$ cat src/video_pkg.sv
`default_nettype none

package video_pkg;

  //////////////////////////////////////////////////
  // Timing from the external generator
  //////////////////////////////////////////////////

  // Beam position plus sync and blanking levels
  typedef struct packed {
    logic [8:0] hcount;
    logic [8:0] vcount;
    logic       hsync;
    logic       vsync;
    logic       hblank;
    logic       vblank;
    logic       de;
  } video_timing_t;

  // RGB555 as stored in the frame buffer, top bit ignored
  typedef struct packed {
    logic       pad;
    logic [4:0] red;
    logic [4:0] green;
    logic [4:0] blue;
  } pixel555_t;

  // Output color after expansion
  typedef struct packed {
    logic [7:0] red;
    logic [7:0] green;
    logic [7:0] blue;
  } rgb888_t;

  //////////////////////////////////////////////////
  // Pixel FIFO sizing
  //////////////////////////////////////////////////

  localparam int PIXELS_PER_WORD  = 4;
  localparam int FIFO_DEPTH_WORDS = 128;
  // Leaves room for eight words in flight from the reader
  localparam int FIFO_READY_LIMIT = 120;
  localparam int FIFO_PTR_W       = $clog2(FIFO_DEPTH_WORDS);
  localparam int FIFO_COUNT_W     = FIFO_PTR_W + 1;
  localparam int PIX_IDX_W        = $clog2(PIXELS_PER_WORD);

  // Element 0 sits in the lowest 16 bits and is shown first
  typedef pixel555_t [PIXELS_PER_WORD-1:0] fifo_word_t;

endpackage

`default_nettype wire
$ cat src/pixel_out_stage.sv
`timescale 1ns/10ps
`default_nettype none

module pixel_out_stage (
  input  wire                       CLK_VIDEO,
  input  wire                       core_sreset,
  input  wire video_pkg::video_timing_t timing_i,
  input  wire video_pkg::pixel555_t   pixel_i,
  input  wire                       show_pixel_i,
  input  wire                       overlay_active_i,
  input  wire [7:0]                 overlay_level_i,
  output video_pkg::rgb888_t        rgb_o,
  output logic                      hsync_o,
  output logic                      vsync_o,
  output logic                      de_o
);

  video_pkg::rgb888_t color_next;

  //////////////////////////////////////////////////
  // Color select
  //////////////////////////////////////////////////

  always_comb begin
    if (overlay_active_i) begin
      // Grey level from the overlay bit
      color_next.red   = overlay_level_i;
      color_next.green = overlay_level_i;
      color_next.blue  = overlay_level_i;
    end else if (show_pixel_i) begin
      // 5 to 8 bits, top three bits repeated
      color_next.red   = {pixel_i.red, pixel_i.red[4:2]};
      color_next.green = {pixel_i.green, pixel_i.green[4:2]};
      color_next.blue  = {pixel_i.blue, pixel_i.blue[4:2]};
    end else begin
      // Underrun or blanking
      color_next = '0;
    end
  end

  //////////////////////////////////////////////////
  // Output registers
  //////////////////////////////////////////////////

  always_ff @(posedge CLK_VIDEO) begin
    if (core_sreset) begin
      rgb_o   <= '0;
      hsync_o <= 1'b0;
      vsync_o <= 1'b0;
      de_o    <= 1'b0;
    end else begin
      rgb_o   <= color_next;
      // Syncs delayed to line up with color
      hsync_o <= timing_i.hsync;
      vsync_o <= timing_i.vsync;
      de_o    <= timing_i.de;
    end
  end

endmodule

`default_nettype wire

$ cat config.mk
export PLATFORM = sky130hd
export DESIGN_NAME = pixel_out_stage
export DESIGN_NICKNAME = d
export VERILOG_FILES = /design/src/video_pkg.sv /design/src/pixel_out_stage.sv
export SDC_FILE = /design/constraint.sdc
export NUM_CORES = 1
export LEC_CHECK = 0
export BUFFER_PORTS_ARGS = -buffer_cell sky130_fd_sc_hd__buf_2
export CAP_MARGIN = 10
export CORE_MARGIN = 5
export CORE_UTILIZATION = 35
export DETAILED_ROUTE_END_ITERATION = 8
export HOLD_SLACK_MARGIN = 0.1
export PLACE_DENSITY = 0.83
export SYNTH_ARGS = -nofsm -noshare
export SYNTH_HDL_FRONTEND = slang
export SYNTH_SLANG_ARGS = --single-unit
$ cat constraint.sdc
create_clock -name CLK_VIDEO -period 0.8 [get_ports CLK_VIDEO]
set_input_delay 0.08 -clock CLK_VIDEO [delete_from_list [all_inputs] [get_ports CLK_VIDEO]]
set_output_delay 0.08 -clock CLK_VIDEO [all_outputs]
set_load 0.03 [all_outputs]
==> results.md <==
- Status: finished with violations
- Failing checks: setup timing
- Final Hold Vio Count: 0
- DRC violation count after routing: 0
- Final Net Count: 215
- Crit path buf inv count: 1
- Core Area: 2410 um^2
- Worst vdd ir: 1.33 mV
- CTS Buf Count: 3
- H-tree depth: 1
- Power density over cell area: 1640 nW/um^2
- # port buffers: 56
- Wire length per cell: 14.0 um
- Worst Hold Class: in2reg
- Vias per cell: 4.76
- Worst path max stage delay: 0.36 ns
- DRT iter0 DRCs: 19
- Die Footprint: 3540 um^2
- Grt total ovfl: 0
- Share of cells above drive strength 1: 0.534
- Post-synth top cells: dfxtp_1 (27), a21oi_1 (24), nand3b_1 (15), nand2_1 (8), buf_2 (5)
- Root buf cell: clkbuf_4
- Cell taking the most area after synthesis: dfxtp_1
- Std cell rows: 18
- TritonCTS clock tree: done
- # IOs: between 70 and 80
- Avg Cell Area, Syn: 10.3 um^2
- Worst setup path start: rgb_o[16]
- Final hold slack: 0.165 ns
- Number of global-route vias before repair: 994
- Sink Count: 27
- Final core utilization: 0.677
- Worst rel slew slack: 0.698
- Ys async rst share: 0
- Antenna Cells: 0
- Mapped Area: 858 um^2
- Crit path max-delay family: flip-flops
- DR pass1 iterations: 5
- First-pass GRT wire length: 4310 um
- Max Slew Vio Count: 0
- Startpoint types: flop
- Detail Placement HPWL: 1590 um
- Worst Tran Pin Value: 0.454 ns
- Worst EP required: 0.72 ns
- Gate Count Post-Synth: 83
- Yosys top cell area share: 0.630
- Leading post-synthesis cells by cell area: dfxtp_1 (63%), a21oi_1 (14%), nand3b_1 (13%), nand2_1 (3.5%), buf_2 (2.9%)
- Synth Flop Type: dfxtp_1
- RSZ-0062 raised after global routing: yes
- Area growth syn-to-layout: 89.9%
- Fillers: between 150 and 200
- Clock transition at path regs: around 0.15 ns
- CP max-delay cell: dfxtp_2
- Stages on the worst setup path: 1
- Fin crit period: 0.889 ns
- CTS Buffer Depth: 2
- Leakage: 0.720 nW
- Syn nets: about 130
- Initial Util: 0.356
- CP Data Arrival Time: 0.81 ns
- Final wirelength: 2700 um
- Initial antenna violation count: 0
- Sequential-to-total area share from yosys stat: 0.630
- CP cell instances: buf_6
- Max_cap viols: 0
- Period Utilization, post-route: 1.11
- Synth warn: 0
- Chip Width: 59.5 um
- Final setup viols: 27
- Worst setup path class: reg2out
- Crit path to: rgb_o[16]
- Top-count cell post-synth: dfxtp_1
- Die H: 59.5 um
- ANT nets after route: 0
- GPL Wtd Cong: 0.723
- Synth Register Bits: 27
- CP Capture Type: primary output
- Unique masters post-synth: 7
- All-Layer GR Usage: 0.162
- Worst Path Max Fanout: 1
- Largest net degree at the start of global routing: 28
- Vias post-DR: between 900 and 1000
- Fmax: 1120 MHz
- EDFF count, synth: 0
- Final worst slack: -0.0895 ns
[sequential cells by signal, indices dropped and copies added (netlist names)]
signal   cells
vsync_o      1
de_o         1
hsync_o      1
rgb_o       24
[logic make-up (layout without fill, tap and decap cells)]
kind of cell,count (synthesis),in the layout,share of synthesized area
AOI/OAI and AO/OA,24,24,0.140
buffers and inverters,6,86,0.0423
DFF,27,27,0.630
and+or+nand+nor,26,26,0.188
[worst min-delay path by stage]
| stage | start | to | slack, ns | depth (start not counted) |
|---|---|---|---|---|
| finish | show_pixel_i | rgb_o[20] | 0.16 | 3 |
| detailed placement | timing_i[3] | vsync_o | 0.30 | 2 |
| global placement | timing_i[3] | vsync_o | 0.30 | 2 |
| CTS | show_pixel_i | rgb_o[20] | 0.15 | 3 |
| floorplan | timing_i[0] | de_o | 0.21 | 1 |
| global route | show_pixel_i | rgb_o[12] | 0.17 | 3 |
[power breakdown]
group	internal [mW]	switching, mW
Clock	0.187	0.388
Sequential	1.44	0.0345
Combinational	0.318	0.311
[routing by layer]
| layer | wire length (um) | track usage |
|---|---|---|
| met1 | 1020 | 0.175 |
| met2 | 1390 | 0.301 |
| met3 | 281 | 0.0501 |
| met4 | 14 | 0.0475 |
| met5 | 0 | 0 |
[metrics by stage]
step	area, um^2	total power, mW	setup WS, ns	TNS, ns	std cells
global route	1630	2.79	-0.121	-2.77	193
detailed placement	1140	1.90	0.0155	0	163
CTS	1630	2.70	-0.0992	-2.22	193
finish	1630	2.67	-0.0895	-1.82	193
global placement	1140	1.89	0.0632	0	163
floorplan	858	1.74	0.225	0	83
[area by class of cell]
| class | count | area (um^2) | area share |
|---|---|---|---|
| Timing Repair Buffer | 82 | 709 | 0.435 |
| Clock buffer | 3 | 22.5 | 0.0138 |
| Tap cell | 30 | 37.5 | 0.0230 |
| Clock inverter | 1 | 5.00 | 0.00307 |
| Multi-Input combinational cell | 50 | 282 | 0.173 |
| Sequential cell | 27 | 574 | 0.352 |
[layout by cell type, fill, tap and decap left out]
master	n
clkbuf_4	3
nor2b_1	3
buf_2	29
clkinv_2	1
dlygate4sd3_1	26
nand2_1	8
dfxtp_2	27
a21oi_1	24
nand3b_1	15
buf_6	27
[repair_timing]
item	4_1_cts	5_1_grt
hold endpoints to repair	27	0
pin swaps	0	0
setup endpoints to repair	27	27
buffers inserted	0	0
resized for setup	81	0
hold buffers	26	0
No activity file was read; power rests on OpenSTA's default activity.
