File: config.mk
export PLATFORM = sky130hd
export DESIGN_NAME = debug_overlay
export DESIGN_NICKNAME = d
export VERILOG_FILES = /design/src/debug_pkg.sv /design/src/video_pkg.sv /design/src/debug_overlay.sv
export SDC_FILE = /design/constraint.sdc
export NUM_CORES = 1
export LEC_CHECK = 0
export BUFFER_PORTS_ARGS = -buffer_cell sky130_fd_sc_hd__buf_2
export CORE_UTILIZATION = 48
export CTS_CLUSTER_DIAMETER = 40
export DETAILED_ROUTE_END_ITERATION = 8
export HOLD_SLACK_MARGIN = 0.08
export PLACE_DENSITY = 0.81
export SETUP_SLACK_MARGIN = 0.4
export SLEW_MARGIN = 5
export SYNTH_ARGS = -nofsm -noshare
export SYNTH_HDL_FRONTEND = slang
export SYNTH_SLANG_ARGS = --single-unit
export TNS_END_PERCENT = 50
File: constraint.sdc
create_clock -name CLK_VIDEO -period 3.35 [get_ports CLK_VIDEO]
set_input_delay 0.335 -clock CLK_VIDEO [delete_from_list [all_inputs] [get_ports CLK_VIDEO]]
set_output_delay 0.335 -clock CLK_VIDEO [all_outputs]
set_load 0.02 [all_outputs]
File: src/debug_pkg.sv
`default_nettype none

package debug_pkg;

  //////////////////////////////////////////////////
  // Debug overlay window
  //////////////////////////////////////////////////

  localparam int OVERLAY_WIDTH          = 64;
  localparam int OVERLAY_HEIGHT         = 10;
  localparam int OVERLAY_PIXELS_PER_BIT = 2;

  // Channel levels for set and clear bits
  localparam logic [7:0] OVERLAY_ON  = 8'hFF;
  localparam logic [7:0] OVERLAY_OFF = 8'h00;

  localparam int DEBUG_VALUE_W = 32;
  localparam int DEBUG_BIT_W   = $clog2(DEBUG_VALUE_W);

  // Captured value, flag or player byte on top of the PC
  typedef struct packed {
    logic [7:0]  flags;
    logic [23:0] pc;
  } debug_value_t;

endpackage

`default_nettype wire

File: src/video_pkg.sv
`default_nettype none

package video_pkg;

  //////////////////////////////////////////////////
  // Timing from the external generator
  //////////////////////////////////////////////////

  // Beam position plus sync and blanking levels
  typedef struct packed {
    logic [8:0] hcount;
    logic [8:0] vcount;
    logic       hsync;
    logic       vsync;
    logic       hblank;
    logic       vblank;
    logic       de;
  } video_timing_t;

  // RGB555 as stored in the frame buffer, top bit ignored
  typedef struct packed {
    logic       pad;
    logic [4:0] red;
    logic [4:0] green;
    logic [4:0] blue;
  } pixel555_t;

  // Output color after expansion
  typedef struct packed {
    logic [7:0] red;
    logic [7:0] green;
    logic [7:0] blue;
  } rgb888_t;

  //////////////////////////////////////////////////
  // Pixel FIFO sizing
  //////////////////////////////////////////////////

  localparam int PIXELS_PER_WORD  = 4;
  localparam int FIFO_DEPTH_WORDS = 128;
  // Leaves room for eight words in flight from the reader
  localparam int FIFO_READY_LIMIT = 120;
  localparam int FIFO_PTR_W       = $clog2(FIFO_DEPTH_WORDS);
  localparam int FIFO_COUNT_W     = FIFO_PTR_W + 1;
  localparam int PIX_IDX_W        = $clog2(PIXELS_PER_WORD);

  // Element 0 sits in the lowest 16 bits and is shown first
  typedef pixel555_t [PIXELS_PER_WORD-1:0] fifo_word_t;

endpackage

`default_nettype wire
File: src/debug_overlay.sv
`timescale 1ns/10ps
`default_nettype none

module debug_overlay (
  input  wire                       CLK_VIDEO,
  input  wire                       core_sreset,
  input  wire                       pc_write_i,
  input  wire [31:0]                pc_data_i,
  input  wire [7:0]                 player_i,
  input  wire                       debug_i,
  input  wire video_pkg::video_timing_t timing_i,
  output logic                      active_o,
  output logic [7:0]                level_o
);

  debug_pkg::debug_value_t                  captured;
  logic [debug_pkg::DEBUG_VALUE_W-1:0]      value_bits;
  logic [debug_pkg::DEBUG_BIT_W-1:0]        bit_sel;
  logic                                     flag_strobe;

  // Strobe carrying a non-zero flag byte
  assign flag_strobe = pc_write_i && (pc_data_i[31:24] != 8'h00);

  //////////////////////////////////////////////////
  // Capture
  //////////////////////////////////////////////////

  always_ff @(posedge CLK_VIDEO) begin
    if (core_sreset) begin
      captured <= '0;
    end else begin
      if (pc_write_i) begin
        captured.pc <= pc_data_i[23:0];
      end
      // Error flag wins, else live player inputs
      if (flag_strobe) begin
        captured.flags <= debug_pkg::OVERLAY_ON;
      end else begin
        captured.flags <= player_i;
      end
    end
  end

  //////////////////////////////////////////////////
  // Drawing
  //////////////////////////////////////////////////

  assign value_bits = captured;

  // MSB on the left, two pixels per bit
  assign bit_sel = debug_pkg::DEBUG_BIT_W'(debug_pkg::DEBUG_VALUE_W - 1)
                 - debug_pkg::DEBUG_BIT_W'(timing_i.hcount / debug_pkg::OVERLAY_PIXELS_PER_BIT);

  assign active_o = debug_i
                 && (timing_i.hcount < 9'(debug_pkg::OVERLAY_WIDTH))
                 && (timing_i.vcount < 9'(debug_pkg::OVERLAY_HEIGHT));

  assign level_o = value_bits[bit_sel] ? debug_pkg::OVERLAY_ON : debug_pkg::OVERLAY_OFF;

endmodule

`default_nettype wire

==> flow_metrics.tcl <==
set metrics [dict create \
    power.share.clock_pct 24.0 \
    cts.hold.buffers_added 0 \
    wire_length_of_the_first_global_routing_pass_mm 4.55 \
    yosys-mux-area-fraction_pct 27.0 \
    remaining_drc_errors 5 \
    final_common_cell "sky130_fd_sc_hd__buf_2" \
    top_regs "captured x32" \
    floorplan.core_area_um2 2830 \
    cts_made_buffers 5 \
    reg2reg_slack_ns 2.70 \
    synth_compound_gate_area_share_pct 5.06 \
    route.detailed.vias_per_inst 5.07 \
    top_register "captured" \
    grt_pass1_vias 1123 \
    grt_util_met2_pct 31.9 \
    power-per-cell-area_nw_per_um2 413 \
    source_of_the_worst_register_to_register_timing_path "captured[16]$_SDFFE_PP0P_" \
    preCtsSetupSlack_ns 1.16 \
    nets_in_the_synthesized_netlist 225 \
    drtAntennaViolNets 0 \
    worstRegToRegCells 2 \
    tritoncts "yes" \
    timing.hold.worst_path_depth 3 \
    critical_path_arrival_ns 1.86 \
    slew_headroom_pct 52.5 \
    finalMaxSlewViolations 0 \
    design.die.area_um2 3310 \
    dieHeight_um 57.6 \
    comb_power_share_pct 20.2 \
    ctsLongestPathBuffers 2 \
    ys_seq_area_share_pct 43.2 \
    totalWireLength_mm 2.86 \
    cp-end-kind "primary output" \
    worst_slack_ns 1.15 \
    ys_ff_latch 32 \
    layout_common_cells "68 x sky130_fd_sc_hd__buf_2, 42 x sky130_fd_sc_hd__nor2_1, 40 x sky130_fd_sc_hd__mux2i_1" \
    first_iter_violations 35 \
    post_synth_xor_area_fraction_pct 0 \
    power_frac_seq_pct 55.9 \
    dp_hpwl_mm 2.15 \
    status "finished with violations" \
    ys_types 23 \
    worstHoldPathType "in2reg" \
    hold-path-endpoint "captured[31]$_SDFF_PP0_" \
    dr.pass1.iters 6 \
    port_buffers 68 \
    clock_sinks 32 \
    largest_register_ffs 32 \
    clock_latency_reported_for_the_late_side_of_the_worst_skew_pair_ns 0.31 \
    worst_setup_hold_path_clk_slew_ns 0.08 \
    wl_per_cell_um 11.6 \
    worst_ep_required_time_ns 3.01 \
    start_kind "primary input" \
    synth_area_per_cell_um2 9.38 \
    row_count 19 \
    synth_top_family_by_area "multiplexers" \
    grt_setup_unrepaired "false" \
    worstSetupPathType "in2out" \
    grt_antenna_before_repair 0 \
    routed-via-count 1253 \
    global_route.overflow_total 0 \
    insertedDiodeCount 0 \
    failed_checks "design-rule violations" \
    htree_levels 2 \
    design.final.nets 285 \
    post-cts-setup-buffer-count 0 \
    worstHoldStart "player_i[7]" \
    max_freq_mhz 455 \
    place_congestion 0.895 \
    layout-drive-gt1-share_pct 33.8 \
    timing.setup.tns_ns 0 \
    vdd.ir_drop.worst_v 0.000251 \
    track_usage_pct 18.6 \
    post_route_fraction_of_the_period_consumed_by_the_critical_path_pct 65.6 \
    netSwitchingPower_uw 196 \
    chipWidth_um 57.6 \
    power.internal_uw 544 \
    yosys_warnings 0 \
    synth_area_um2 1480 \
    initial_core_util_pct 52.4 \
    syn_to_final_growth_pct 20.7 \
    post_synth_inst_count 158 \
    worst_r2r_endpoint "captured[16]$_SDFFE_PP0P_" \
    power.switching_fraction_pct 26.5 \
    groute.layer.met3.usage_pct 5.22 \
    io_pins 76 \
    simple_gate_share_of_the_synthesized_area_pct 17.3 \
    critPathMaxFanout 16 \
    cts_root_buffer "sky130_fd_sc_hd__clkbuf_4" \
    cts.repair.resized 0 \
    finalHoldViolCount 0 \
    max_cap_violation_count 0 \
    worst_pin_slew_ns 0.713 \
    post-route-min-period_ns 2.20 \
    grt_most_used_layer "met2" \
    maximum_number_of_pins_on_one_net_before_global_route_repair 33 \
    skew_ns 0 \
    final_setup_violation_count 0 \
    globalRouteMet1Util_pct 20.3 \
    total_leakage_power_uw 0.000924 \
    area_share_of_fa_ha_maj_cells_after_synthesis_pct 0 \
]
power by group through the flow:
stage               sequential (µW)  clock (µW)  combinational [µW]
finish                          413         177                 149
global route                    415         206                 165
CTS                             414         187                 151
detailed placement              422           0                 150
global placement                421           0                 147
floorplan                       420           0                 113
worst max path at each step:
| stage | startpoint | end | slack [ns] |
|---|---|---|---|
| CTS | timing_i[16] | level_o[1] | 1.14 |
| global placement | timing_i[16] | level_o[7] | 1.18 |
| detailed placement | timing_i[16] | level_o[1] | 1.16 |
| global route | timing_i[16] | level_o[4] | 1.04 |
| floorplan | timing_i[16] | level_o[1] | 1.42 |
| finish | timing_i[16] | level_o[7] | 1.15 |
routing by layer:
layer  vias up  share of wire [%]  wire, µm
met5         -                  0         0
met4         0                1.5        43
met3         4                7.2       205
met2        49                 47      1360
met1       547                 44      1250
li1        653                  -         -
worst max-delay path: stages:
cell	delay (ns)
sky130_fd_sc_hd__buf_2	0.40
sky130_fd_sc_hd__mux2i_1	0.31
sky130_fd_sc_hd__a22oi_1	0.12
sky130_fd_sc_hd__nand3_1	0.10
sky130_fd_sc_hd__nand2_1	0.05
sky130_fd_sc_hd__a311o_1	0.35
sky130_fd_sc_hd__buf_2	0.20
final cells by class:
class | count | area [µm²]
Multi-Input combinational cell | 111 | 732
Sequential cell | 32 | 641
Clock buffer | 5 | 37.5
Fill cell | 269 | 1040
Tap cell | 31 | 38.8
Timing Repair Buffer | 68 | 340
per-stage QoR:
stage	power (µW)	cells	cell area (µm²)	hold WS (ns)	util, %
3_3_place_gp	569	242	1750	0.472	61.9
5_1_grt	786	247	1790	0.222	63.2
4_1_cts	751	247	1790	0.216	63.2
6_report	740	247	1790	0.235	63.2
2_1_floorplan	533	158	1480	0.407	-
3_5_place_dp	572	242	1750	0.483	61.9
logic make-up (layout without fill, tap and decap cells):
kind of cell	Yosys count	after routing
AOI/OAI and AO/OA	11	11
buffers and inverters	15	73
DFF	32	32
muxes	40	40
and+or+nand+nor	60	60
cell usage after synthesis:
master / count / area [µm²]
sky130_fd_sc_hd__nor2_1: 42 / 158
sky130_fd_sc_hd__mux2i_1: 40 / 400
sky130_fd_sc_hd__dfxtp_1: 32 / 641
sky130_fd_sc_hd__buf_4: 7 / 52.6
sky130_fd_sc_hd__nand2_1: 6 / 22.5
sky130_fd_sc_hd__a22oi_1: 4 / 30.0
sky130_fd_sc_hd__a21oi_1: 3 / 15.0
sky130_fd_sc_hd__buf_2: 3 / 15.0
sky130_fd_sc_hd__clkbuf_1: 3 / 11.3
sky130_fd_sc_hd__nand3_1: 3 / 15.0
sky130_fd_sc_hd__nor4_1: 3 / 18.8
sky130_fd_sc_hd__a211oi_1: 1 / 7.51
sky130_fd_sc_hd__a21boi_1: 1 / 7.51
sky130_fd_sc_hd__a311o_1: 1 / 10.0
sky130_fd_sc_hd__and2_1: 1 / 6.26
sky130_fd_sc_hd__and2b_1: 1 / 7.51
sky130_fd_sc_hd__buf_12: 1 / 20.0
sky130_fd_sc_hd__buf_6: 1 / 11.3
sky130_fd_sc_hd__nand2b_1: 1 / 6.26
sky130_fd_sc_hd__nand4b_1: 1 / 8.76
sky130_fd_sc_hd__nor2b_1: 1 / 6.26
sky130_fd_sc_hd__o21ai_0: 1 / 5.00
sky130_fd_sc_hd__or4_1: 1 / 7.51
Note: power is estimated with default switching activity, not from simulation.
